`src/hw/sine_quarter.hex`:
```
// One column: quarter-wave sine magnitude above midscale, 64 entries, address 0 first
0192
04B6
07D9
0AFB
0E1C
113A
1455
176E
1A82
1D93
209F
23A6
26A8
29A3
2C99
2F87
326E
354D
3824
3AF3
3DB8
4074
4325
45CD
4869
4AFB
4D81
4FFB
5268
54C9
571D
5964
5B9C
5DC7
5FE3
61F0
63EE
65DD
67BC
698B
6B4A
6CF8
6E96
7022
719D
7307
745F
75A5
76D8
77FA
7909
7A05
7AEE
7BC5
7C88
7D38
7DD5
7E5F
7ED5
7F37
7F86
7FC1
7FE9
7FFD

```
`src/hw/synth_pkg.sv`:
```
`default_nettype none

package synth_pkg;

   ////////////////////////////////////////
   // Sizes
   ////////////////////////////////////////

   localparam int NUM_NOTES      = 24;
   localparam int NUM_VOICES     = 8;
   localparam int NOTES_PER_WAVE = 8;
   localparam int SAMPLE_W       = 16;
   localparam int PHASE_W        = 32;
   localparam int SINE_ADDR_W    = 8;   // Top phase bits for one full cycle
   localparam int QUARTER_DEPTH  = 64;
   localparam int SAMPLE_DIV     = 32;  // Clocks per sample tick
   localparam int RECIP_W        = 9;
   localparam int SUM_W          = SAMPLE_W + $clog2(NUM_VOICES);

   localparam string SINE_FILE = "/design/src/hw/sine_quarter.hex";

   typedef logic [SAMPLE_W-1:0] sample_t;
   typedef logic [PHASE_W-1:0]  phase_t;
   typedef logic [4:0]          note_idx_t;
   typedef logic [3:0]          voice_count_t;  // 0 to NUM_VOICES

   typedef enum logic [1:0] {
      wave_sine,
      wave_saw,
      wave_square
   } waveform_e;

   ////////////////////////////////////////
   // Tables
   ////////////////////////////////////////

   // Equal tempered, two octaves from 2^24
   localparam phase_t NOTE_STEP [NUM_NOTES] = '{
      32'd16777216, 32'd17774841, 32'd18831789, 32'd19951584,
      32'd21137967, 32'd22394897, 32'd23726568, 32'd25137422,
      32'd26632171, 32'd28215801, 32'd29893599, 32'd31671166,
      32'd33554432, 32'd35549682, 32'd37663578, 32'd39903168,
      32'd42275934, 32'd44789794, 32'd47453136, 32'd50274844,
      32'd53264342, 32'd56431602, 32'd59787198, 32'd63342332
   };

   // Roughly 256/count, indexed by voice count
   localparam logic [RECIP_W-1:0] MIX_RECIP [NUM_VOICES+1] = '{
      9'd0, 9'd255, 9'd128, 9'd85, 9'd64, 9'd51, 9'd42, 9'd36, 9'd32
   };

endpackage

`default_nettype wire

```
`src/hw/phase_bank.sv`:
```
`default_nettype none

module phase_bank
   import synth_pkg::*;
(
   input  wire                  clk_100mhz,
   input  wire                  sys_rst,
   input  wire [NUM_NOTES-1:0]  keys,
   output logic [NUM_NOTES-1:0] gate,
   output phase_t               phase [NUM_NOTES],
   output logic                 phase_valid
);

   logic [$clog2(SAMPLE_DIV)-1:0] div_cnt;
   logic                          tick;
   logic                          released_clear;

   assign tick = (div_cnt == SAMPLE_DIV - 1);  // One clock per sample period

   ////////////////////////////////////////
   // Key latch and accumulators
   ////////////////////////////////////////

   always_ff @(posedge clk_100mhz) begin
      if (sys_rst) begin
         div_cnt     <= '0;
         gate        <= '0;
         phase_valid <= 1'b0;
         for (int n = 0; n < NUM_NOTES; n++) begin
            phase[n] <= '0;
         end
      end else begin
         div_cnt     <= tick ? '0 : div_cnt + 1'b1;
         phase_valid <= tick;
         if (tick) begin
            gate <= keys;
            // Held notes advance, released notes restart from zero
            for (int n = 0; n < NUM_NOTES; n++) begin
               phase[n] <= keys[n] ? phase[n] + NOTE_STEP[n] : '0;
            end
         end
      end
   end

   // Low when any released note still carries phase
   always_comb begin
      released_clear = 1'b1;
      for (int n = 0; n < NUM_NOTES; n++) begin
         if (!gate[n] && phase[n] != '0) begin
            released_clear = 1'b0;
         end
      end
   end

   a_released_phase_zero : assert property (
      @(posedge clk_100mhz) disable iff (sys_rst)
      phase_valid |=> released_clear
   ) else $error("phase_bank: released note kept a nonzero phase");

endmodule

`default_nettype wire

```
`config.mk`:
```
export PLATFORM = sky130hd
export DESIGN_NAME = phase_bank
export DESIGN_NICKNAME = d
export VERILOG_FILES = /design/src/hw/synth_pkg.sv /design/src/hw/phase_bank.sv
export SDC_FILE = /design/constraint.sdc
export NUM_CORES = 2
export LEC_CHECK = 0
export ABC_AREA = 1
export BUFFER_PORTS_ARGS = -buffer_cell sky130_fd_sc_hd__buf_2
export CORE_UTILIZATION = 40
export CTS_BUF_LIST = sky130_fd_sc_hd__clkbuf_4
export DETAILED_ROUTE_END_ITERATION = 7
export PLACE_DENSITY = 0.68
export SLEW_MARGIN = 25
export SYNTH_ARGS = -nofsm -noshare
export SYNTH_HDL_FRONTEND = slang
export SYNTH_SLANG_ARGS = --single-unit
```
`constraint.sdc`:
```
create_clock -name clk_100mhz -period 2.14 [get_ports clk_100mhz]
set_clock_uncertainty 0.1 [all_clocks]
set_input_delay 0.428 -clock clk_100mhz [delete_from_list [all_inputs] [get_ports clk_100mhz]]
set_output_delay 0.428 -clock clk_100mhz [all_outputs]
set_load 0.03 [all_outputs]
```
# [After elaboration in Yosys (flattened, before gate mapping)]
# Cells that the tools add are included.
[totals] register_bits=798 in_bits=26 output_inout_bits=793 elab_cells=78
[classes] add_sub_neg=25 eq_ne=1 mux=24 n_reduce_logical=1
[ops] operator="32-bit two-way mux" count=24
[ops] operator="32-bit by 25-bit adder with 32-bit output, second input constant" count=12
[ops] operator="32-bit by 26-bit adder with 32-bit output, second input constant" count=12
[ops] operator="5-bit by 1-bit adder with 5-bit output, second input constant" count=1
[ops] operator="5-bit equality test, second input constant" count=1
[ops] operator="2-bit OR reduction" count=1

# [Depth between registers and ports, before layout]
[logic_depth] word_depth=2 mapped_depth=13 ltp_nobuf=13

# [Worst setup path before layout]
# OpenSTA, ideal clock, no wires.
[synth_path] kind="flip-flop to flip-flop" startpoint="reg div_cnt[0]" endpoint="reg phase[651] (netlist bit)" setup_time_ns=0.132 arrival_ns=1.725 t_required_ns=1.908 slack_ns=0.183 path_stages_with_launch=12 n_path_buf=4 synth_period_minus_slack_ns=1.957 cell_sequence="dfxtp_1 > ha_1 > nand2_1 > nor2_1 > ha_1 > buf_4 > inv_4 > buf_6 > buf_6 > buf_6 > nor4_1 > nor3_1"
[synth_between] elab_chain_cells=1
[synth_lines] item="from (decl)" line_no="phase_bank.sv:14" rtl="logic [$clog2(SAMPLE_DIV)-1:0] div_cnt;"
[synth_lines] item="from (signal assigned)" line_no="phase_bank.sv:33" rtl="div_cnt <= tick ? '0 : div_cnt + 1'b1;"
[synth_lines] item="5-bit equality test" line_no="phase_bank.sv:18" rtl="assign tick = (div_cnt == SAMPLE_DIV - 1);"
[synth_lines] item="net tick" line_no="phase_bank.sv:15" rtl="logic tick;"
[synth_lines] item="to (signal, indexed assignment)" line_no="phase_bank.sv:39" rtl="phase[n] <= keys[n] ? phase[n] + NOTE_STEP[n] : '0;"
[synth_lines] item="to (decl)" line_no="phase_bank.sv:10" rtl="output phase_t phase [NUM_NOTES],"
# The timed path passes the listed nets, and every way through them passes these cells.
# A chain may end at the register's enable or synchronous reset.

# [Final worst setup path]
[layout_path] startpoint="reg phase[438] (netlist bit)" endpoint="out phase[438] (netlist bit)"
# No word-level cell between the ends.

==> metrics.md <==
| Metric | Value |
|---|---|
| R2r setup slk | -0.10 ns |
| CP startpoint kind | flip-flop |
| Syn-to-layout area delta | 53.6% |
| Place WS | -0.0690 ns |
| Worst-Margin Slew | 0.689 ns |
| Fin crit period | 2.35 ns |
| LEAKAGE | 33.2 nW |
| Highest Clock Rate | 425 MHz |
| Final setup vio count | 747 |
| Core Rows | 124 |
| All-Layer GR Usage | 32.1% |
| CTS tree | built |
| Core area | 0.115 sq mm |
| Crit. End Element | output pin |
| Total grt overflow | 0 |
| Die height | 342 microns |
| Clock-pin slew on the worst setup and hold paths | 0.07 ns |
| # clock sinks | 718 |
| Final hold violations | 0 |
| #FFs+latches synth | 718 |
| Die footprint | 0.117 sq mm |
| Final Core Density | 62.1% |
| FFs w/ async S/R, synth | 0% |
| Filler cell count | 10300 |
| Post-synth EDFFs | 0 |
| Initial Utilization | 40.4% |
| Synth area leader | dfxtp_1 |
| Max-cap violation count | 0 |
| Final Wtd Congestion | 0.976 |
| Initial DRC Count | 5207 |
| Worst setup margin | -0.212 ns |
| Synth Area per Inst | 5.93 sq um |
| # IOs | 819 |
| Violated checks | design-rule violations, negative setup slack |
| Die width | 342 microns |
| Max VDD drop | 0.486 mV |
| Nets | 9727 |
| Worst Path Required | 1.61 ns |
| Top cells by area, synth | dfxtp_1, nand2_1, nand3_1 |
| Ys Warns | 0 |
| Status | finished with violations |
| Post-route antenna net violation count | 0 |
| Final Max Tran Viols | 0 |
| Clock latency on the worst-skew pair | 1.28 ns |
| Cell with the most instances after synthesis | nand2_1 |
| Post-DP HPWL | 139000 microns |
| Unrepaired setup endpoints after global routing | yes |
| Port buffer count | 738 |
| CP Max Fanout | 2 |
| Post-Layout Inst Area | 0.0711 sq mm |
| Max Root-Sink Buffers | 3 |
| Crit path kind | reg2out |
| Distinct cells, synth | 63 |
| Min Hold Slack | 0.0931 ns |
| Detailed-route via count | 60600 |
| Vias/cell | 5.34 |
| Sequential-to-total area share from yosys stat | 31.0% |
| Area share of the largest cell type after synthesis | 31.0% |
| TritonCTS Buffers | 206 |
| CTS Root Cell | clkbuf_4 |
| Synthesized instance count | 7802 |
| Cell Area, Placed | 0.0530 sq mm |
| Vias in the first global route | 56000 |
| Final cycle utilization of the critical path | 110% |
| Share of cells above drive strength 1 | 31.2% |
| Worst Hold Class | in2reg |
| DRC Markers | 312 |
| First-pass GRT wire length | 302000 microns |
| Drt pass-1 iters | 8 |
| Routed WL | 205000 microns |
| Pin count of the biggest net entering global routing | 39 |
| Initial antenna violation count | 6 |
| DR WL/cell | 18.1 microns |
| Most common flop cell mapped by yosys | dfxtp_1 |
| Post-synth top cells | nand2_1, nor2_1, inv_1 |
| H-tree Lvls | 4 |
| Synthesized area | 0.0463 sq mm |
| CP arrival | 1.82 ns |
| P per Cell Area | 379 mW/mm^2 |
| Slew margin rel. | 54.1% |
==> stage by stage <==
step / cells / setup TNS, ns / power (mW)
final: 11400 / -79.39 / 26.9
after global routing: 11300 / -155.96 / 28.0
after CTS: 11200 / -159.75 / 26.9
after detailed placement: 10100 / -0.302 / 14.5
after global placement: 10100 / -0.129 / 14.5
after floorplan: 7881 / 0 / 14.2
==> final timing paths <==
kind              startpoint         end  cells past startpoint
hold / removal      keys[15]  phase[270]                      6
setup reg to reg  div_cnt[1]  phase[266]                     11
hold reg to reg     gate[18]    gate[18]                      2
setup / recovery  phase[438]  phase[438]                      2
==> cell usage in the layout (no fill, tap or decap), drive strengths merged, types with 20 or more instances in the layout <==
cell type    count
dlygate4sd3     49
buf           1756
clkinv          60
nand2         2340
o22ai           44
a31oi           29
xor2            61
nand4          149
nand3          863
dfxtp          718
nand3b          46
o21bai          20
a21oi          371
ha              26
clkbuf         317
nor3b           51
nor3           272
conb            80
o21ai          405
nor2          1062
inv            976
==> cells by family (layout without fill, tap and decap cells) <==
group / Yosys count / count (layout) / share of synthesized area, %
AOI/OAI and AO/OA: 943 / 943 / 11.3
xor gates and xnor gates: 65 / 65 / 1.23
adders and majority gates: 26 / 26 / 0.703
buffers and inverters: 1215 / 3161 / 11.0
DFF: 718 / 718 / 31.0
other: 1 / 92 / 0.00810
and+or+nand+nor: 4834 / 4834 / 44.8
==> where the power goes <==
group / leakage, nW / switching, mW / internal, mW
logic: 25.4 / 0.744 / 0.359
clock network: 1.51 / 6.55 / 6.57
registers: 6.30 / 0.00493 / 12.7
==> flip-flops by register name, indices dropped and copies added, names as in the netlist <==
name and flops:
gate 24, phase_valid 1, phase 688, div_cnt 5
==> worst max-delay path, stage by stage, from the launching register on <==
cell     delay (ns)
dfxtp_2        0.34
buf_6          0.12
buf_6          0.13
==> routing by layer <==
metal	vias up	GRT usage [%]	share of wire [%]
met5	-	0	0.0083
met1	27800	39.0	40
met4	2	19.4	6.6
li1	29100	-	-
met3	713	7.76	9.2
met2	2945	51.1	45
==> layout make-up <==
cell class / instances / area [sq um] / share of cell area, %
Inverter: 973 / 3730 / 5.24
Timing Repair Buffer: 1824 / 18400 / 25.8
Clock inverter: 62 / 300 / 0.422
Clock buffer: 298 / 2240 / 3.14
Multi-Input combinational cell: 5948 / 27900 / 39.3
Timing Repair inverter: 4 / 56.3 / 0.0792
Tap cell: 1512 / 1890 / 2.66
Sequential cell: 718 / 16600 / 23.3
Antenna cell: 12 / 30.0 / 0.0422
==> what timing repair did <==
| item | CTS | global route |
|---|---|---|
| pin swaps | 3 | 60 |
| resized for setup | 2815 | 406 |
| hold endpoints to repair | 715 | 0 |
| hold buffers | 49 | 0 |
| endpoints found under the setup margin | 749 | 1307 |
| setup buffers | 673 | 132 |
| cloned | 2 | 27 |
Note: power is estimated with default switching activity, not from simulation.
