`config.mk`:
```
export PLATFORM = sky130hd
export DESIGN_NAME = voice_mixer
export DESIGN_NICKNAME = d
export VERILOG_FILES = /design/src/hw/synth_pkg.sv /design/src/hw/voice_mixer.sv
export SDC_FILE = /design/constraint.sdc
export NUM_CORES = 1
export LEC_CHECK = 0
export BUFFER_PORTS_ARGS = -buffer_cell sky130_fd_sc_hd__buf_2
export CAP_MARGIN = 30
export CORE_MARGIN = 2
export CORE_UTILIZATION = 50
export CTS_BUF_LIST = sky130_fd_sc_hd__clkbuf_4 sky130_fd_sc_hd__clkbuf_8
export CTS_CLUSTER_SIZE = 28
export DETAILED_ROUTE_END_ITERATION = 8
export PLACE_DENSITY = 0.8
export SLEW_MARGIN = 20
export SYNTH_ARGS = -nofsm -noshare
export SYNTH_HDL_FRONTEND = slang
export SYNTH_SLANG_ARGS = --single-unit
```
`constraint.sdc`:
```
create_clock -name clk_100mhz -period 5.6 [get_ports clk_100mhz]
set_clock_uncertainty 0.2 [all_clocks]
set_input_delay 0.84 -clock clk_100mhz [delete_from_list [all_inputs] [get_ports clk_100mhz]]
set_output_delay 0.84 -clock clk_100mhz [all_outputs]
set_load 0.01 [all_outputs]
```
`src/hw/sine_quarter.hex`:
```
// One column: quarter-wave sine magnitude above midscale, 64 entries, address 0 first
0192
04B6
07D9
0AFB
0E1C
113A
1455
176E
1A82
1D93
209F
23A6
26A8
29A3
2C99
2F87
326E
354D
3824
3AF3
3DB8
4074
4325
45CD
4869
4AFB
4D81
4FFB
5268
54C9
571D
5964
5B9C
5DC7
5FE3
61F0
63EE
65DD
67BC
698B
6B4A
6CF8
6E96
7022
719D
7307
745F
75A5
76D8
77FA
7909
7A05
7AEE
7BC5
7C88
7D38
7DD5
7E5F
7ED5
7F37
7F86
7FC1
7FE9
7FFD

```
`src/hw/synth_pkg.sv`:
```
`default_nettype none

package synth_pkg;

   ////////////////////////////////////////
   // Sizes
   ////////////////////////////////////////

   localparam int NUM_NOTES      = 24;
   localparam int NUM_VOICES     = 8;
   localparam int NOTES_PER_WAVE = 8;
   localparam int SAMPLE_W       = 16;
   localparam int PHASE_W        = 32;
   localparam int SINE_ADDR_W    = 8;   // Top phase bits for one full cycle
   localparam int QUARTER_DEPTH  = 64;
   localparam int SAMPLE_DIV     = 32;  // Clocks per sample tick
   localparam int RECIP_W        = 9;
   localparam int SUM_W          = SAMPLE_W + $clog2(NUM_VOICES);

   localparam string SINE_FILE = "/design/src/hw/sine_quarter.hex";

   typedef logic [SAMPLE_W-1:0] sample_t;
   typedef logic [PHASE_W-1:0]  phase_t;
   typedef logic [4:0]          note_idx_t;
   typedef logic [3:0]          voice_count_t;  // 0 to NUM_VOICES

   typedef enum logic [1:0] {
      wave_sine,
      wave_saw,
      wave_square
   } waveform_e;

   ////////////////////////////////////////
   // Tables
   ////////////////////////////////////////

   // Equal tempered, two octaves from 2^24
   localparam phase_t NOTE_STEP [NUM_NOTES] = '{
      32'd16777216, 32'd17774841, 32'd18831789, 32'd19951584,
      32'd21137967, 32'd22394897, 32'd23726568, 32'd25137422,
      32'd26632171, 32'd28215801, 32'd29893599, 32'd31671166,
      32'd33554432, 32'd35549682, 32'd37663578, 32'd39903168,
      32'd42275934, 32'd44789794, 32'd47453136, 32'd50274844,
      32'd53264342, 32'd56431602, 32'd59787198, 32'd63342332
   };

   // Roughly 256/count, indexed by voice count
   localparam logic [RECIP_W-1:0] MIX_RECIP [NUM_VOICES+1] = '{
      9'd0, 9'd255, 9'd128, 9'd85, 9'd64, 9'd51, 9'd42, 9'd36, 9'd32
   };

endpackage

`default_nettype wire

```
`src/hw/voice_mixer.sv`:
```
`default_nettype none

module voice_mixer
   import synth_pkg::*;
(
   input  wire                clk_100mhz,
   input  wire                sys_rst,
   input  wire sample_t       voice_sample [NUM_VOICES],
   input  wire voice_count_t  voice_count,
   input  wire                wave_valid,
   output sample_t            sample,
   output logic               sample_valid
);

   logic [SUM_W-1:0]           voice_sum;
   logic [SUM_W-1:0]           sum_q;
   voice_count_t               count_q;
   logic                       sum_valid;
   logic [SUM_W+RECIP_W-1:0]   product;

   always_comb begin
      voice_sum = '0;
      for (int v = 0; v < NUM_VOICES; v++) begin
         voice_sum = voice_sum + SUM_W'(voice_sample[v]);
      end
   end

   ////////////////////////////////////////
   // Stage 1 sum, stage 2 scale
   ////////////////////////////////////////

   always_ff @(posedge clk_100mhz) begin
      if (wave_valid) begin
         sum_q   <= voice_sum;
         count_q <= voice_count;  // Divisor travels with its sum
      end
   end

   assign product = sum_q * MIX_RECIP[count_q];  // Multiply by about 256/count

   always_ff @(posedge clk_100mhz) begin
      if (sys_rst) begin
         sum_valid    <= 1'b0;
         sample_valid <= 1'b0;
         sample       <= '0;
      end else begin
         sum_valid    <= wave_valid;
         sample_valid <= sum_valid;
         if (sum_valid) begin
            sample <= SAMPLE_W'(product >> 8);  // Never above 65535
         end
      end
   end

   a_single_strobe : assert property (
      @(posedge clk_100mhz) disable iff (sys_rst)
      sample_valid |=> !sample_valid
   ) else $error("voice_mixer: sample strobe held for two cycles");

endmodule

`default_nettype wire

```
======== Word-level counts from Yosys, hierarchy flattened ========
Memories as Yosys holds them, arrays and structs flattened.
Cells that the tools add are included.
operators by class
  add/sub/neg operators ................... 7
  multipliers ............................. 1
  $lt $le $gt $ge ......................... 1
  multiplexer cells ....................... 2
  bitwise operators ....................... 1
operators by type and width
  kind                  count
  $add A19 B16 Y19      4
  $mul A19 B9 Y24       1
  $add A18 B16 Y19      1
  $add A17 B16 Y18      1
  $mux W9               2
  $add A16 B16 Y17      1
  $ge A5 B5 Y1 const B  1
  $not A4 Y5            1
word-level totals
  bits in registers ....................... 41
  bits in read-only memories .............. 144
  input port bits ......................... 135
  output and inout port bits .............. 17
  word-level logic and storage cells ...... 18
  memories ................................ 1
memory list
  name              words  bits a word  read ports  clocked after Yosys merged registers in  wr ports  line               text
  (name not given)  16     9            1           0                                        0         voice_mixer.sv:39  assign product = sum_q * MIX_RECIP[count_q];

======== Depth between registers and ports, before layout ========
  depth in word-level cells ............... 7
  depth in mapped cells ................... 24
  gate-level depth less buffers ........... 23

======== Worst setup path after synthesis ========
Ideal clock, no wire load.
  path type ............................... flip-flop to flip-flop
  start ................................... register count_q[1]
  end ..................................... register sample[14]
  setup time .............................. 0.117 ns
  data arrival time ....................... 5.737 ns
  data required time ...................... 5.283 ns
  path slack .............................. -0.454 ns
  stages on the path, launching flop included .. 23
  buffers on the path ..................... 1
  clock period less this slack ............ 6.054 ns
  cell sequence ........................... edfxtp_1 -> inv_1 -> ha_1 -> mux2i_1 -> nor2_1 -> clkbuf_1 -> nand2_1 -> fa_1 -> inv_1 -> fa_1 -> fa_1 -> inv_1 -> fa_1 -> inv_1 -> ha_1 -> a211oi_1 -> nor2_1 -> or4b_2 -> nand2_1 -> a31oi_2 -> a41oi_1 -> mux2i_1 -> nand2_1
on the way
  cells in the longest elaborated chain, start to end .. 5
ends and longest elaborated chain
  item                                        line               text
  start: declaration                          voice_mixer.sv:17  voice_count_t count_q;
  start signal: assignment                    voice_mixer.sv:35  count_q <= voice_count;
  $not A4 Y5 (not written as such)            voice_mixer.sv:39
  $mem_v2 Z16 W9                              n/a
  $mux W9 (not written as such) (2 in a row)  voice_mixer.sv:39
  $mul A19 B9 Y24                             voice_mixer.sv:39
  end signal: assignment                      voice_mixer.sv:50  sample <= SAMPLE_W'(product >> 8);
  end: declaration                            voice_mixer.sv:11  output sample_t sample,
No other way between the ends. The select of a mux whose other input is x is not followed.
A chain may end at the register's enable or synchronous reset.

======== Worst setup path after layout ========
  start ................................... register count_q[1]
  end ..................................... register sample[8]
The elaborated chain is that of the path after synthesis.

==> results.md <==
- N_diodes: 0
- Total CTS buffers: 5
- Die Area: 18,900 um2
- Die Y: 137 um
- Root Buffer: clkbuf_8
- Layout area overhead: 21.2%
- Synth area leaders: fa_1 44%, inv_1 12%, ha_1 9.7%
- Largest net degree at the start of global routing: 25
- Crit share post-route: 1.00
- Multi-input logic area: 7040 um2
- Failing checks: setup timing
- Critical path type: flip-flop to flip-flop
- H-tree depth: 2
- NetSw: 3.12 mW
- Mean Syn Cell Area: 9.45 um2
- Final Worst Setup Slack: -2.93 ps
- Delay of the slowest critical-path stage: 550 ps
- CTS max path bufs: 2
- Synthesized flop and latch total: 41
- HP Class: flip-flop to flip-flop
- Std-Cell Rows: 48
- Worst-Skew Late Latency: 330 ps
- DR WL/cell: 13.6 um
- Final Hold Viols: 0
- Reg-to-reg setup timing slack: -3 ps
- Top-level port count: 152
- Sequential share of power: 0.118
- Top-area cell type share of the netlist area: 0.436
- Relative slew slack: 0.504
- Reg clk slew, reported paths: 90 ps
- Status: finished with violations
- Number of synthesized flops with an enable pin: 23
- Iteration count of the initial detailed-routing pass: 4
- Pwr dens: 580 nW/um2
- Vias per cell: 4.97
- Sw Ratio: 0.499
- Ys async rst share: 0
- Power share of the combinational group: 0.848
- RSZ-0062 raised after global routing: true
- IO Port Bufs: 151
- Antenna violations before repair: 0
- DP Worst Slack: -98.9 ps
- Vias in the first global route: 7,257
- Routability cong.: 0.868
- DIE WIDTH: 137 um
- Post-layout nets: 1,542
- Mapped Nets: 1,340
- Routed Antenna Nets: 0
- Initial DRC Count: 208
- Vias: 6,806
- Slew Limit Fails: 0
- XOR/XNOR Fraction of Synth Area: 0.0256
- Initial Util: 0.513
- Internal power: 3.14 mW
- Crit-path slowest cell: or4_4
- Hpwl dp: 15.2 mm
- GRT Total Usage: 0.207
- Synth Instances: 942
- Leakage Power: 5.77 nW
- Most common flop cell mapped by yosys: edfxtp_1
- DRC violations left: 0
- Combinational family with the most area after synthesis: adder cells
- Worst-Margin Slew: 743 ps
- CP Cell Sequence: inv_2, ha_4, mux2i_4, nor2_4, buf_6, nand2_4, fa_1, inv_1, fa_1, ha_1, inv_1, fa_1, inv_1, ha_1, nand3b_1, or4_4, a211oi_4, o21bai_1, a21boi_2, o21ai_2, mux2_4, a311o_1
- # setup viols final: 1
- TritonCTS clock tree: done
- Final WL: 18.6 mm
- Highest fanout seen on the critical path: 5
- Max Cap Viol: 0
- Filler Cells Inserted: 1,396
- Final Non-Filler Cells: 1,370
- Total gr overflow: 0
- Largest area contributor in the netlist: fa_1
- Total power: 6.26 mW
- Post-synthesis adder-cell area fraction: 0.533
- Mux share of post-synthesis cell area: 0.0136
- Clk sink count: 41
- CP arrival: 5620 ps
- Final Critical Period: 5600 ps
- Syn. warnings: 0
- Most common cell after layout, fill and taps aside: inv_1
- Sequential fraction of the synthesis area: 0.118
- Inst Count DP: 1,338
- Unique cell type count in the Yosys netlist: 51
- Share of total power in the clock network: 0.034
- Simple-gate share of the synthesized area: 0.130
- CP endpoint kind: flip-flop
- Commonest non-fill, non-tap cells in the layout: 276 x inv_1, 191 x fa_1, 151 x buf_2
- CP Launch Type: flip-flop
- Worst Path Required: 5620 ps
- Core area: 17,400 um2
- Post-synthesis compound-gate area fraction: 0.0522
- Hold_ws: 263 ps
- Peak VDD IR: 0.455 mV
- Share of layout cells above drive strength 1: 0.240
- Post-Syn Area: 8900 um2
- Global-route wire length before repair: 31.0 mm
- FF+latch area: 1050 um2
- Fmax: 178 MHz
==> final timing paths <==
kind | startpoint | endpoint | cells after the start
setup / recovery | count_q[1] | sample[8] | 22
hold / removal | sample[4] | sample[4] | 2
setup reg to reg | count_q[1] | sample[8] | 22
hold reg to reg | sample[4] | sample[4] | 2
==> cell families after synthesis <==
group | Yosys count
AO/OA/AOI/OAI | 66
XOR/XNOR | 26
adder cells (fa/ha/maj) | 263
buffers and inverters | 300
flip-flops | 41
multiplexers | 12
AND/OR/NAND/NOR | 234
==> metal layers <==
metal | GRT usage | share of wire | vias to the layer above | routed length, um
met2 | 0.401 | 0.56 | 161 | 10400
met3 | 0.0302 | 0.044 | 42 | 823
met4 | 0.0733 | 0.029 | 0 | 530
met1 | 0.228 | 0.37 | 3408 | 6800
li1 | - | - | 3195 | -
met5 | 0 | 0 | - | 0
==> critical path, delay by kind of cell (launching register included) <==
family	cells	cell delay, ps
AO/OA/AOI/OAI	5	1020
flip-flops	1	410
buffers and inverters	5	380
adder cells (fa/ha/maj)	6	2190
multiplexers	2	390
AND/OR/NAND/NOR	4	890
==> synth_stat cells, types with 2 or more instances <==
library cell	instances
dfxtp_1	18
nor3b_1	2
nand3b_1	2
inv_1	286
o21ai_0	7
nand3_1	8
nor2b_1	5
o41ai_1	2
and2_1	69
a211oi_1	4
o211ai_1	3
a31oi_1	4
o21a_1	11
edfxtp_1	23
mux2i_1	11
xor2_1	9
nand4_1	3
a21o_1	3
a21oi_1	15
nor3_1	14
a211o_1	3
o21ai_1	2
or3_1	3
o22ai_1	2
fa_1	194
xnor2_1	17
clkbuf_1	12
ha_1	69
nand2_1	84
nor2_1	35
nand2b_1	2
==> power by group through the flow <==
stage	clock [mW]	sequential [mW]	combinational (mW)
3_3_place_gp	0	0.731	4.79
4_1_cts	0.216	0.726	5.04
5_1_grt	0.226	0.755	6.07
3_5_place_dp	0	0.730	4.96
2_1_floorplan	0	0.674	3.78
6_report	0.210	0.739	5.31
==> stage by stage <==
stage / utilization / setup TNS (ps) / area [um2]
CTS: 0.598 / -8.49 / 10400
global placement: 0.588 / 0 / 10200
finish: 0.621 / -2.93 / 10800
floorplan: - / 0 / 8970
global route: 0.621 / -634 / 10800
detailed placement: 0.588 / -522 / 10200
==> sequential cells by signal, indices dropped and copies added, names as in the netlist <==
| name | flops |
|---|---|
| sum_q | 19 |
| sample_valid | 1 |
| count_q | 4 |
| sample | 16 |
| sum_valid | 1 |
==> area by class of cell <==
cell class,instances,share of cell area
clock buffers,5,0.00638
clock inverters,3,0.00151
inverters,286,0.0995
repair buffers,208,0.116
well taps,225,0.0261
multi-input cells,602,0.653
flip-flops and latches,41,0.0975
==> what timing repair did <==
item,CTS,global route
resized for setup,10,64
setup endpoints to repair,9,10
buffers inserted,8,15
hold buffers,0,0
cloned,0,2
pin swaps,9,51
(Power assumes the default switching activity.)
