<file path="config.mk">
export PLATFORM = sky130hd
export DESIGN_NAME = wave_lookup
export DESIGN_NICKNAME = d
export VERILOG_FILES = /design/src/hw/synth_pkg.sv /design/src/hw/wave_lookup.sv
export SDC_FILE = /design/constraint.sdc
export NUM_CORES = 1
export LEC_CHECK = 0
export BUFFER_PORTS_ARGS = -buffer_cell sky130_fd_sc_hd__buf_4
export CELL_PAD_IN_SITES_DETAIL_PLACEMENT = 1
export CELL_PAD_IN_SITES_GLOBAL_PLACEMENT = 1
export CORE_AREA = 4 4 169 171
export CTS_CLUSTER_SIZE = 20
export DETAILED_ROUTE_END_ITERATION = 8
export DIE_AREA = 0 0 173 175
export PLACE_DENSITY = 0.65
export RECOVER_POWER = 50
export SYNTH_ARGS = -nofsm -noshare
export SYNTH_HDL_FRONTEND = slang
export SYNTH_SLANG_ARGS = --single-unit
export TNS_END_PERCENT = 50
</file>
<file path="constraint.sdc">
create_clock -name clk_100mhz -period 1.2 [get_ports clk_100mhz]
set_input_delay 0.06 -clock clk_100mhz [delete_from_list [all_inputs] [get_ports clk_100mhz]]
set_output_delay 0.06 -clock clk_100mhz [all_outputs]
set_load 0.03 [all_outputs]
</file>
<file path="src/hw/sine_quarter.hex">
// One column: quarter-wave sine magnitude above midscale, 64 entries, address 0 first
0192
04B6
07D9
0AFB
0E1C
113A
1455
176E
1A82
1D93
209F
23A6
26A8
29A3
2C99
2F87
326E
354D
3824
3AF3
3DB8
4074
4325
45CD
4869
4AFB
4D81
4FFB
5268
54C9
571D
5964
5B9C
5DC7
5FE3
61F0
63EE
65DD
67BC
698B
6B4A
6CF8
6E96
7022
719D
7307
745F
75A5
76D8
77FA
7909
7A05
7AEE
7BC5
7C88
7D38
7DD5
7E5F
7ED5
7F37
7F86
7FC1
7FE9
7FFD

</file>
<file path="src/hw/synth_pkg.sv">
`default_nettype none

package synth_pkg;

   ////////////////////////////////////////
   // Sizes
   ////////////////////////////////////////

   localparam int NUM_NOTES      = 24;
   localparam int NUM_VOICES     = 8;
   localparam int NOTES_PER_WAVE = 8;
   localparam int SAMPLE_W       = 16;
   localparam int PHASE_W        = 32;
   localparam int SINE_ADDR_W    = 8;   // Top phase bits for one full cycle
   localparam int QUARTER_DEPTH  = 64;
   localparam int SAMPLE_DIV     = 32;  // Clocks per sample tick
   localparam int RECIP_W        = 9;
   localparam int SUM_W          = SAMPLE_W + $clog2(NUM_VOICES);

   localparam string SINE_FILE = "/design/src/hw/sine_quarter.hex";

   typedef logic [SAMPLE_W-1:0] sample_t;
   typedef logic [PHASE_W-1:0]  phase_t;
   typedef logic [4:0]          note_idx_t;
   typedef logic [3:0]          voice_count_t;  // 0 to NUM_VOICES

   typedef enum logic [1:0] {
      wave_sine,
      wave_saw,
      wave_square
   } waveform_e;

   ////////////////////////////////////////
   // Tables
   ////////////////////////////////////////

   // Equal tempered, two octaves from 2^24
   localparam phase_t NOTE_STEP [NUM_NOTES] = '{
      32'd16777216, 32'd17774841, 32'd18831789, 32'd19951584,
      32'd21137967, 32'd22394897, 32'd23726568, 32'd25137422,
      32'd26632171, 32'd28215801, 32'd29893599, 32'd31671166,
      32'd33554432, 32'd35549682, 32'd37663578, 32'd39903168,
      32'd42275934, 32'd44789794, 32'd47453136, 32'd50274844,
      32'd53264342, 32'd56431602, 32'd59787198, 32'd63342332
   };

   // Roughly 256/count, indexed by voice count
   localparam logic [RECIP_W-1:0] MIX_RECIP [NUM_VOICES+1] = '{
      9'd0, 9'd255, 9'd128, 9'd85, 9'd64, 9'd51, 9'd42, 9'd36, 9'd32
   };

endpackage

`default_nettype wire

</file>
<file path="src/hw/wave_lookup.sv">
`default_nettype none

module wave_lookup
   import synth_pkg::*;
(
   input  wire                   clk_100mhz,
   input  wire                   sys_rst,
   input  wire note_idx_t        voice_note [NUM_VOICES],
   input  wire phase_t           voice_phase [NUM_VOICES],
   input  wire [NUM_VOICES-1:0]  voice_active,
   input  wire                   alloc_valid,
   output sample_t               voice_sample [NUM_VOICES],
   output logic                  wave_valid
);

   sample_t sine_rom [QUARTER_DEPTH];  // First quarter of the sine, magnitude above midscale

   initial begin
      $readmemh(SINE_FILE, sine_rom);
   end

   ////////////////////////////////////////
   // Waveform from note group and phase
   ////////////////////////////////////////

   function automatic sample_t wave_sample(input note_idx_t note, input phase_t ph);
      waveform_e                          wf;
      logic [SINE_ADDR_W-1:0]             addr;
      logic [1:0]                         quad;
      logic [$clog2(QUARTER_DEPTH)-1:0]   idx;
      sample_t                            mag;
      sample_t                            result;
      wf   = waveform_e'(2'(note / NOTES_PER_WAVE));
      addr = ph[PHASE_W-1 -: SINE_ADDR_W];
      quad = addr[SINE_ADDR_W-1 -: 2];
      idx  = addr[SINE_ADDR_W-3:0];
      if (quad[0]) begin
         idx = ($clog2(QUARTER_DEPTH))'(QUARTER_DEPTH - 1) - idx;  // Falling quarters read backwards
      end
      mag = sine_rom[idx];
      case (wf)
         wave_sine:   result = quad[1] ? 16'd32767 - mag : 16'd32768 + mag;
         wave_saw:    result = ph[PHASE_W-1 -: SAMPLE_W];
         wave_square: result = ph[PHASE_W-1] ? 16'hFFFF : 16'h0000;
         default:     result = '0;
      endcase
      return result;
   endfunction

   always_ff @(posedge clk_100mhz) begin
      if (sys_rst) begin
         wave_valid <= 1'b0;
         for (int v = 0; v < NUM_VOICES; v++) begin
            voice_sample[v] <= '0;
         end
      end else begin
         wave_valid <= alloc_valid;
         if (alloc_valid) begin
            for (int v = 0; v < NUM_VOICES; v++) begin
               // Idle slots contribute silence to the mix
               voice_sample[v] <= voice_active[v] ?
                                  wave_sample(voice_note[v], voice_phase[v]) : '0;
            end
         end
      end
   end

endmodule

`default_nettype wire

</file>
Word level (Yosys, flattened, before mapping)
Index checks and enable logic that the tools add are counted.

Equal/unequal tests: 16. Add/subtract/negate cells: 16. Mux-type cells: 32. Reductions and logical operators: 8.

Operators with widths (number): two-way mux 16 bit (24); case mux 16 bit (3 select lines) (8); adder 16 bit (both inputs constant) (8); subtractor 15 x 16 -> 16 bit (both inputs constant) (8); == test 2 x 1 -> 1 bit (second input constant) (8); == test 2 bit (second input constant) (8); zero test 2 bit (8).

Flip-flop bits (word level): 129. Input bits: 307. Output and inout bits: 129. Word-level logic and storage cells: 81.

Longest topological paths before layout
Gate-level depths: netlist of the first run.

Depth after elaboration: 3. Depth in mapped cells: 6.

Worst setup path before layout of the first run
Ideal clock, no wire load.

Path type: input to register. From: input port alloc_valid. To: register voice_sample[101] (netlist name). Setup slack: 387 ps. Cell stages on the path: 5. Arrival: 693 ps. Cell sequence: nor2b_4 > buf_6 > nand2_1 > clkbuf_2 > o21ai_1.

RTL lines: start, declared (line wave_lookup.sv:11) `input wire alloc_valid,`; end signal, assigned by index (line wave_lookup.sv:61) `voice_sample[v] <= voice_active[v] ?`; end, declared (line wave_lookup.sv:12) `output sample_t voice_sample [NUM_VOICES],`.

Worst setup path after layout of the first run
From: input port voice_phase[63] (netlist name). To: register voice_sample[31] (netlist name).

Word-level cells in the longest chain between the ends: 3. Elaborated cells on any way between the ends: 4. Classes of those cells: mux (4).

RTL lines: start, declared (line wave_lookup.sv:9) `input wire phase_t voice_phase [NUM_VOICES],`; two-way mux 16 bit (on tied branches) (line wave_lookup.sv:44, wave_lookup.sv:42); case mux 16 bit (3 select lines) (*) (line wave_lookup.sv:41) `case (wf)`; two-way mux 16 bit (*) (line wave_lookup.sv:61).

Every way passes the cells marked *; elsewhere a longest branch is shown, timed or not. A chain may end at the register's enable or synchronous reset.

==> results.toml, run 1 <==
[run_status]
status = "complete, no violations"

[placement]
place.gp.congestion = 0.755
dp_hpwl_mm = 16.5
placed_cells_incl_taps = 1192
io_buffers = 283

[synthesis]
syn_nets = 895
synth.avg_cell_area_um2 = 8.33
synth_cell_types = 21
synth_flop_cell = "dfxtp_1"
netlist_area_um2 = 4900
yosys_warnings = 0
synth-edff-count = 0
ys_ff_latch = 129
async_flop_share = 0
ys_seq_area_frac = 0.527
synthCells = 588

[grt]
grt_max_degree = 66
gr-total-overflow = 0
first_global_vias = 6406
antenna_found_initial = 0
grt_pass1_wl_mm = 37.3
track_usage = 0.155

[cells_and_area]
drive_above_1_share = 0.335
nNetsFinal = 1325
post-route-util = 0.352
fillers = 3149
antenna-diode-count = 0
final_cells = 1372
area_growth_pct = 93.2

[power_and_ir_drop]
peakVddDrop_v = 0.000560
p_total_mw = 12.2
p_leak_nw = 4.05
p_per_area_nw_per_um2 = 1290

[clock_network]
root_buffer = "clkbuf_16"
cts_setup_buffers = 0
clock_latency_ns = 0.41
clock_path_buffers = 2
htreeDepth = 4
cts_tree = "yes"
numCtsBuffers = 17
clkTransAtPathRegs_ns = 0.06
cts_sinks = 129

[floorplanning]
die_y_um = 175
ios = 436
start_util = 0.182
coreArea_um2 = 26900
core.rowCount = 60
dieWidth_um = 173
die_area_um2 = 30300

[detailed_routing]
dr.pass1.iters = 6
routedWlPerCell_um = 17.1
vias_per_cell = 4.29
drc = 0
vias = 5890
drt-total-wl_mm = 23.5
antenna_left = 0
drt-initial-drc-count = 194

[sta]
maxSlewViolCount = 0
relSlewSlack = 0.561
post-route-min-period_ns = 1.14
setup_violations = 0
rsz0062_at_grt = "false"
holdWs_ns = 0.0197
clock_skew_ns = 0
final-hold-violation-count = 0
clock.fmax_mhz = 874
min_period_over_period = 0.953
worstMarginPinSlew_ns = 0.658

[critical_path]
cp_cell_sequence = "dlygate4sd3_1, buf_4, and3b_1, buf_4, a32oi_1, o31ai_1"
cp_common_cell = "buf_4"
cp_slowest_cell = "dlygate4sd3_1"
worstSetupStartpointType = "input pin"
max_stage_delay_ns = 0.55
path_class = "in -> reg"
cp.arrival_ns = 1.43
critPathMaxFanout = 16
cp.required_ns = 1.49
endpoint_kind = "register"

[min_path]
min_path_type = "in -> reg"

[run]
drv_cap = 0
## final timing paths
check	start	end	cells after the start	slack (ns)
worst max register to register	voice_sample[47]	voice_sample[47]	2	0.45
worst max-delay path	voice_phase[63]	voice_sample[31]	6	0.06
worst min register to register	voice_sample[45]	voice_sample[45]	2	0.45
worst min-delay path	voice_note[38]	voice_sample[127]	3	0.02
## registers in the layout (all words and copies together), names as in the netlist
name and count:
voice_sample 128, wave_valid 1
## synthesized netlist by cell type, types with 5 or more instances
cell type  count  area, um^2
xor2_1         8        70.1
and2b_1        8        60.1
o31ai_1        7        52.6
dfxtp_1      129        2580
a32oi_1        7        61.3
o21ai_0       88         440
and3b_1        8        70.1
a21oi_1      120         601
clkbuf_2       9        45.0
buf_2         32         160
o21ai_1       32         160
buf_4          5        37.5
nand2_1      127         477
## per-stage QoR
stage | cell area (um^2) | setup slack [ns] | TNS, ns
2_1_floorplan | 4900 | 0.387 | 0
3_3_place_gp | 7540 | 0.0306 | 0
6_report | 9470 | 0.0560 | 0
5_1_grt | 9470 | 0.00286 | 0
3_5_place_dp | 7540 | -0.0105 | -0.0122
4_1_cts | 9680 | 0.0227 | 0
## routing by layer
layer | vias up | track usage | wire length, um
li1 | 2890 | - | -
met1 | 2738 | 0.179 | 9600
met2 | 240 | 0.263 | 11300
met3 | 22 | 0.0718 | 2280
met4 | 0 | 0.0396 | 325
met5 | - | 0 | 0
## area by class of cell
class	count	area, um^2	share of cell area
Timing Repair Buffer	459	3750	0.396
Multi-Input combinational cell	411	2050	0.216
Tap cell	341	427	0.0451
Clock buffer	20	457	0.0482
Clock inverter	12	205	0.0217
Sequential cell	129	2580	0.273
## cells in the final DEF, fill, tap and decap left out, drive strengths merged
master       count
a21oi          120
a32o             1
a32oi            7
and2b            8
and3b            8
buf            233
bufinv           5
clkbuf          98
clkinv           4
clkinvlp         2
dfxtp          129
dlygate4sd3    148
inv              1
nand2          128
nand3b           1
nor2             1
nor2b            1
o21ai          121
o31ai            7
xor2             8
## where the power goes
part           leakage, nW  internal, mW  switching [mW]
combinational         2.69         0.973           0.908
sequential            1.05          4.40          0.0656
clock                0.317          3.82            2.05
total                 4.05          9.19            3.02
## timing repair
item,CTS,global route
endpoints found under the setup margin,0,30
endpoints found under the hold margin,128,0
hold buffers,148,0
gates resized for setup,0,5
## critical path, delay by kind of cell
family / cells / cell delay [ns]
AO/OA/AOI/OAI: 2 / 0.34
AND/OR/NAND/NOR: 1 / 0.16
buffers and inverters: 3 / 0.87
## logic make-up (layout without fill, tap and decap cells)
family                    after synthesis  after routing  synth area share
AOI/OAI and AO/OA                     256            256             0.272
xor gates and xnor gates                8              8            0.0143
buffers and inverters                  48            491            0.0549
DFF                                   129            129             0.527
and+or+nand+nor                       147            147             0.131
Power figures use the tool's default switching activity.
==> run 2, diff against run 1 <==
--- a/config.mk
+++ b/config.mk
@@ -12,7 +12,7 @@
 export CTS_CLUSTER_SIZE = 20
 export DETAILED_ROUTE_END_ITERATION = 8
 export DIE_AREA = 0 0 173 175
-export PLACE_DENSITY = 0.65
+export PLACE_DENSITY_LB_ADDON = 0.1
 export RECOVER_POWER = 50
 export SYNTH_ARGS = -nofsm -noshare
 export SYNTH_HDL_FRONTEND = slang
==> results.toml, run 2 (same netlist as run 1, synthesis figures left out) <==
[placement]
io_buffers = 283
place.gp.congestion = 0.780
placed_cells_incl_taps = 1186
dpl-instance-area_um2 = 7380
dp_hpwl_mm = 16.4

[grt]
gr-total-overflow = 0
track_usage = 0.146
grt_max_degree = 73
first_global_vias = 6390
antenna_found_initial = 0
grt_pass1_wl_mm = 35.8

[power_and_ir_drop]
peakVddDrop_v = 0.000611
p_per_area_nw_per_um2 = 1260
internal-power_mw = 8.59
p_leak_nw = 3.93
p_comb_frac = 0.154
pwr-share-clk = 0.462
p_sw_frac = 0.262
p_seq_frac = 0.384
p_switching_mw = 3.05

[cells_and_area]
post-route-cell-area_um2 = 9230
fillers = 3179
final_cells = 1362
reg.largest.list = "voice_sample: 128 flops, wave_valid: 1 flops"
largest_reg_flops = 128
drive_above_1_share = 0.330
regMostFlops = "voice_sample"
antenna-diode-count = 0
area_growth_pct = 88.4
final_cell_mix = "buf_4 (218), dlygate4sd3_1 (146), dfxtp_1 (129)"
nNetsFinal = 1317
mostFrequentLayoutCell = "buf_4"

[critical_path]
cp.arrival_ns = 1.43
path_class = "in -> reg"
cp-startpoint = "voice_phase[159]"
cp_common_cell = "buf_4"
cp_slowest_cell = "dlygate4sd3_1"
max_stage_delay_ns = 0.56
cp.required_ns = 1.49
endpoint_kind = "register"
cp_num_buf_inv = 3
cp_cell_sequence = "dlygate4sd3_1, buf_4, and3b_2, buf_4, a21oi_1, o21ai_0"
worstSetupStartpointType = "input pin"
cp_top_family = "buffers and inverters"
r2r-start = "voice_sample[95]"
critPathMaxFanout = 10

[clock_network]
clock_latency_ns = 0.41
cts_sinks = 129
htreeDepth = 4
numCtsBuffers = 17
clkTransAtPathRegs_ns = 0.06
cts_setup_buffers = 0
cts_tree = "yes"
clock_path_buffers = 2
root_buffer = "clkbuf_16"

[sta]
rsz0062_at_grt = "false"
clock.fmax_mhz = 873
post-route-min-period_ns = 1.14
holdWs_ns = 0.0138
relSlewSlack = 0.576
maxSlewViolCount = 0
clock_skew_ns = 0
setup_violations = 0
worstMarginPinSlew_ns = 0.637
min_period_over_period = 0.954
final-hold-violation-count = 0

[floorplanning]
ios = 436
die_y_um = 175
core.rowCount = 60
dieWidth_um = 173
start_util = 0.182
coreArea_um2 = 26900
die_area_um2 = 30300

[detailed_routing]
drt-total-wl_mm = 22.7
dr.pass1.iters = 4
antenna_left = 0
vias_per_cell = 4.28
routedWlPerCell_um = 16.6
drc = 0
drt-initial-drc-count = 216
vias = 5829

[min_path]
worstHoldStart = "voice_note[23]"
min_path_type = "in -> reg"

[run]
drv_cap = 0

[run_status]
status = "complete, no violations"
[run 2: changes by cell type in the layout (fill, tap and decap cells not counted), sizes merged]
cell / previous run / this run
clkbuf: 98 / 102
clkinvlp: 2 / 5
bufinv: 5 / 3
dlygate4sd3: 148 / 146
buf: 233 / 221
clkinv: 4 / 3
[run 2: power by group through the flow]
| stage | clock network, mW | logic (mW) | registers [mW] |
|---|---|---|---|
| floorplan | 0 | 0.441 | 4.79 |
| CTS | 5.55 | 1.86 | 4.47 |
| detailed placement | 0 | 1.47 | 4.57 |
| global placement | 0 | 1.44 | 4.56 |
| finish | 5.37 | 1.79 | 4.47 |
| global route | 5.74 | 1.94 | 4.48 |
[run 2: through the flow]
step | util | worst slack, ns | power [mW] | setup TNS (ns)
6_report | 0.343 | 0.0550 | 11.6 | 0
5_1_grt | 0.343 | 0.0112 | 12.2 | 0
4_1_cts | 0.351 | 0.0251 | 11.9 | 0
3_5_place_dp | 0.275 | -0.0292 | 6.03 | -0.0861
3_3_place_gp | 0.275 | 0.00785 | 6.00 | 0
2_1_floorplan | - | 0.387 | 5.23 | 0
[run 2: area by class of cell]
type	count	area (um^2)	area share
flip-flops and latches	129	2580	0.280
multi-input cells	411	2060	0.223
clock buffers	18	429	0.0465
repair buffers	451	3570	0.387
clock inverters	12	163	0.0176
well taps	341	427	0.0462
[run 2: tightest hold or removal path, stage by stage]
cell and delay, ns:
buf_4 0.09, xor2_1 0.06, o31ai_1 0.18
[run 2: metal layers]
metal,routed length (um),share of wire,global-route usage,vias up
li1,-,-,-,2871
met1,10200,0.45,0.181,2727
met2,10100,0.44,0.231,213
met3,2180,0.096,0.0656,18
met4,238,0.011,0.0409,0
met5,0,0,0,-
[run 2: path summary, 6_finish.rpt]
check	slack, ns	cells past startpoint	to
worst max-delay path	0.06	6	voice_sample[75]
worst min-delay path	0.01	3	voice_sample[79]
worst max register to register	0.46	2	voice_sample[95]
worst min register to register	0.45	2	voice_sample[38]
[run 2: repair_timing]
action,in CTS,in global routing
endpoints found under the setup margin,0,48
resized for setup,0,6
hold endpoints to repair,128,0
hold buffers,146,0
==> run 3, diff against run 2 <==
--- a/config.mk
+++ b/config.mk
@@ -8,10 +8,10 @@
 export BUFFER_PORTS_ARGS = -buffer_cell sky130_fd_sc_hd__buf_4
 export CELL_PAD_IN_SITES_DETAIL_PLACEMENT = 1
 export CELL_PAD_IN_SITES_GLOBAL_PLACEMENT = 1
-export CORE_AREA = 4 4 169 171
+export CORE_AREA = 2 2 167 169
 export CTS_CLUSTER_SIZE = 20
 export DETAILED_ROUTE_END_ITERATION = 8
-export DIE_AREA = 0 0 173 175
+export DIE_AREA = 0 0 169 171
 export PLACE_DENSITY_LB_ADDON = 0.1
 export RECOVER_POWER = 50
 export SYNTH_ARGS = -nofsm -noshare
==> results.toml, run 3 (same netlist as run 1, synthesis figures left out) <==
[cells_and_area]
area_growth_pct = 93.5
antenna-diode-count = 0
post-route-util = 0.347
mostFrequentLayoutCell = "buf_4"
largest_reg_flops = 128
drive_above_1_share = 0.330
post-route-cell-area_um2 = 9480
final_cell_mix = "buf_4 (240), dlygate4sd3_1 (147), dfxtp_1 (129)"
fillers = 3190
reg.largest.list = "voice_sample: 128 flops, wave_valid: 1 flops"
seq_area_um2 = 2580
regMostFlops = "voice_sample"
multi_input_area_um2 = 2060
nNetsFinal = 1327

[clock_network]
cts_setup_buffers = 0
cts_tree = "yes"
root_buffer = "clkbuf_16"
numCtsBuffers = 17
clock_latency_ns = 0.41
clkTransAtPathRegs_ns = 0.06
htreeDepth = 4
cts_sinks = 129
clock_path_buffers = 2

[detailed_routing]
drt-initial-drc-count = 126
dr.pass1.iters = 5
drc = 0
vias = 5918
routedWlPerCell_um = 16.1
drt-total-wl_mm = 22.3
antenna_left = 0
vias_per_cell = 4.29

[grt]
track_usage = 0.152
gr-total-overflow = 0
grt_max_degree = 32
first_global_vias = 6379
antenna_found_initial = 0
grt_pass1_wl_mm = 34.3

[floorplanning]
core.rowCount = 61
ios = 436
die_y_um = 171
coreArea_um2 = 27300
start_util = 0.179
die_area_um2 = 28900
dieWidth_um = 169

[critical_path]
path_class = "in -> reg"
critPathMaxFanout = 11
cp.arrival_ns = 1.44
cp.required_ns = 1.53
worstSetupStartpointType = "input pin"
r2r_slack_ns = 0.51
endpoint_kind = "register"

[placement]
io_buffers = 283
place.gp.congestion = 0.777
dpl-instance-area_um2 = 7500
dp_hpwl_mm = 16.5

[sta]
worstMarginPinSlew_ns = 0.652
min_period_over_period = 0.925
clock_skew_ns = 0
maxSlewViolCount = 0
setup_violations = 0
final-hold-violation-count = 0
rsz0062_at_grt = "false"
clock.fmax_mhz = 901
post-route-min-period_ns = 1.11
relSlewSlack = 0.565

[power_and_ir_drop]
peakVddDrop_v = 0.000792
p_leak_nw = 4.05
p_per_area_nw_per_um2 = 1310

[run_status]
status = "complete, no violations"

[run]
drv_cap = 0

[min_path]
min_path_type = "in -> reg"
[run 3: cell count changes in the layout (fill, tap and decap cells not counted), sizes merged]
cell	previous run	this run
clkinvlp	5	2
buf	221	246
clkbuf	102	88
dlygate4sd3	146	147
bufinv	3	6
[run 3: per-stage QoR]
stage / hold slack (ns) / total power [mW] / cells / worst slack, ns / setup TNS [ns]
after floorplan: 0.163 / 5.23 / 588 / 0.387 / 0
after global placement: 0.263 / 6.04 / 1200 / 0.0518 / 0
after detailed placement: 0.273 / 6.08 / 1200 / -0.0106 / -0.0106
after CTS: 0.00647 / 12.7 / 1379 / 0.000171 / 0
after global routing: 0.0528 / 13.0 / 1379 / 0.0388 / 0
final: 0.0372 / 12.4 / 1379 / 0.0897 / 0
[run 3: timing repair]
item / in CTS / in global routing
setup endpoints to repair: 0 / 29
hold buffers: 147 / 0
hold endpoints to repair: 129 / 0
resized for setup: 0 / 3
[run 3: path summary, 6_finish.rpt]
path	startpoint	end	cells past startpoint
setup / recovery	voice_note[39]	voice_sample[117]	6
hold / removal	voice_note[18]	voice_sample[63]	3
setup reg to reg	voice_sample[111]	voice_sample[111]	2
hold reg to reg	voice_sample[61]	voice_sample[61]	2
[run 3: report_power, final]
group          switching (mW)  internal, mW  leakage [nW]
logic                   0.882         0.963          2.68
registers              0.0665          4.40          1.05
clock network            2.11          3.98         0.321
[run 3: layer usage]
metal  up-vias  share of wire  track usage
met4         0          0.014       0.0446
met5         -              0            0
met3        21           0.10       0.0731
met2       222           0.45        0.249
li1       2899              -            -
met1      2776           0.43        0.177
[run 3: area by class of cell]
class | instances | area share
repair buffers | 461 | 0.393
flip-flops and latches | 129 | 0.273
multi-input cells | 411 | 0.217
clock buffers | 20 | 0.0471
well taps | 346 | 0.0457
clock inverters | 12 | 0.0243
[run 3: worst max-delay path, stage by stage]
cell	delay (ns)
dlygate4sd3_1	0.54
buf_4	0.14
and2b_2	0.26
buf_4	0.18
a21oi_1	0.07
o21ai_0	0.18
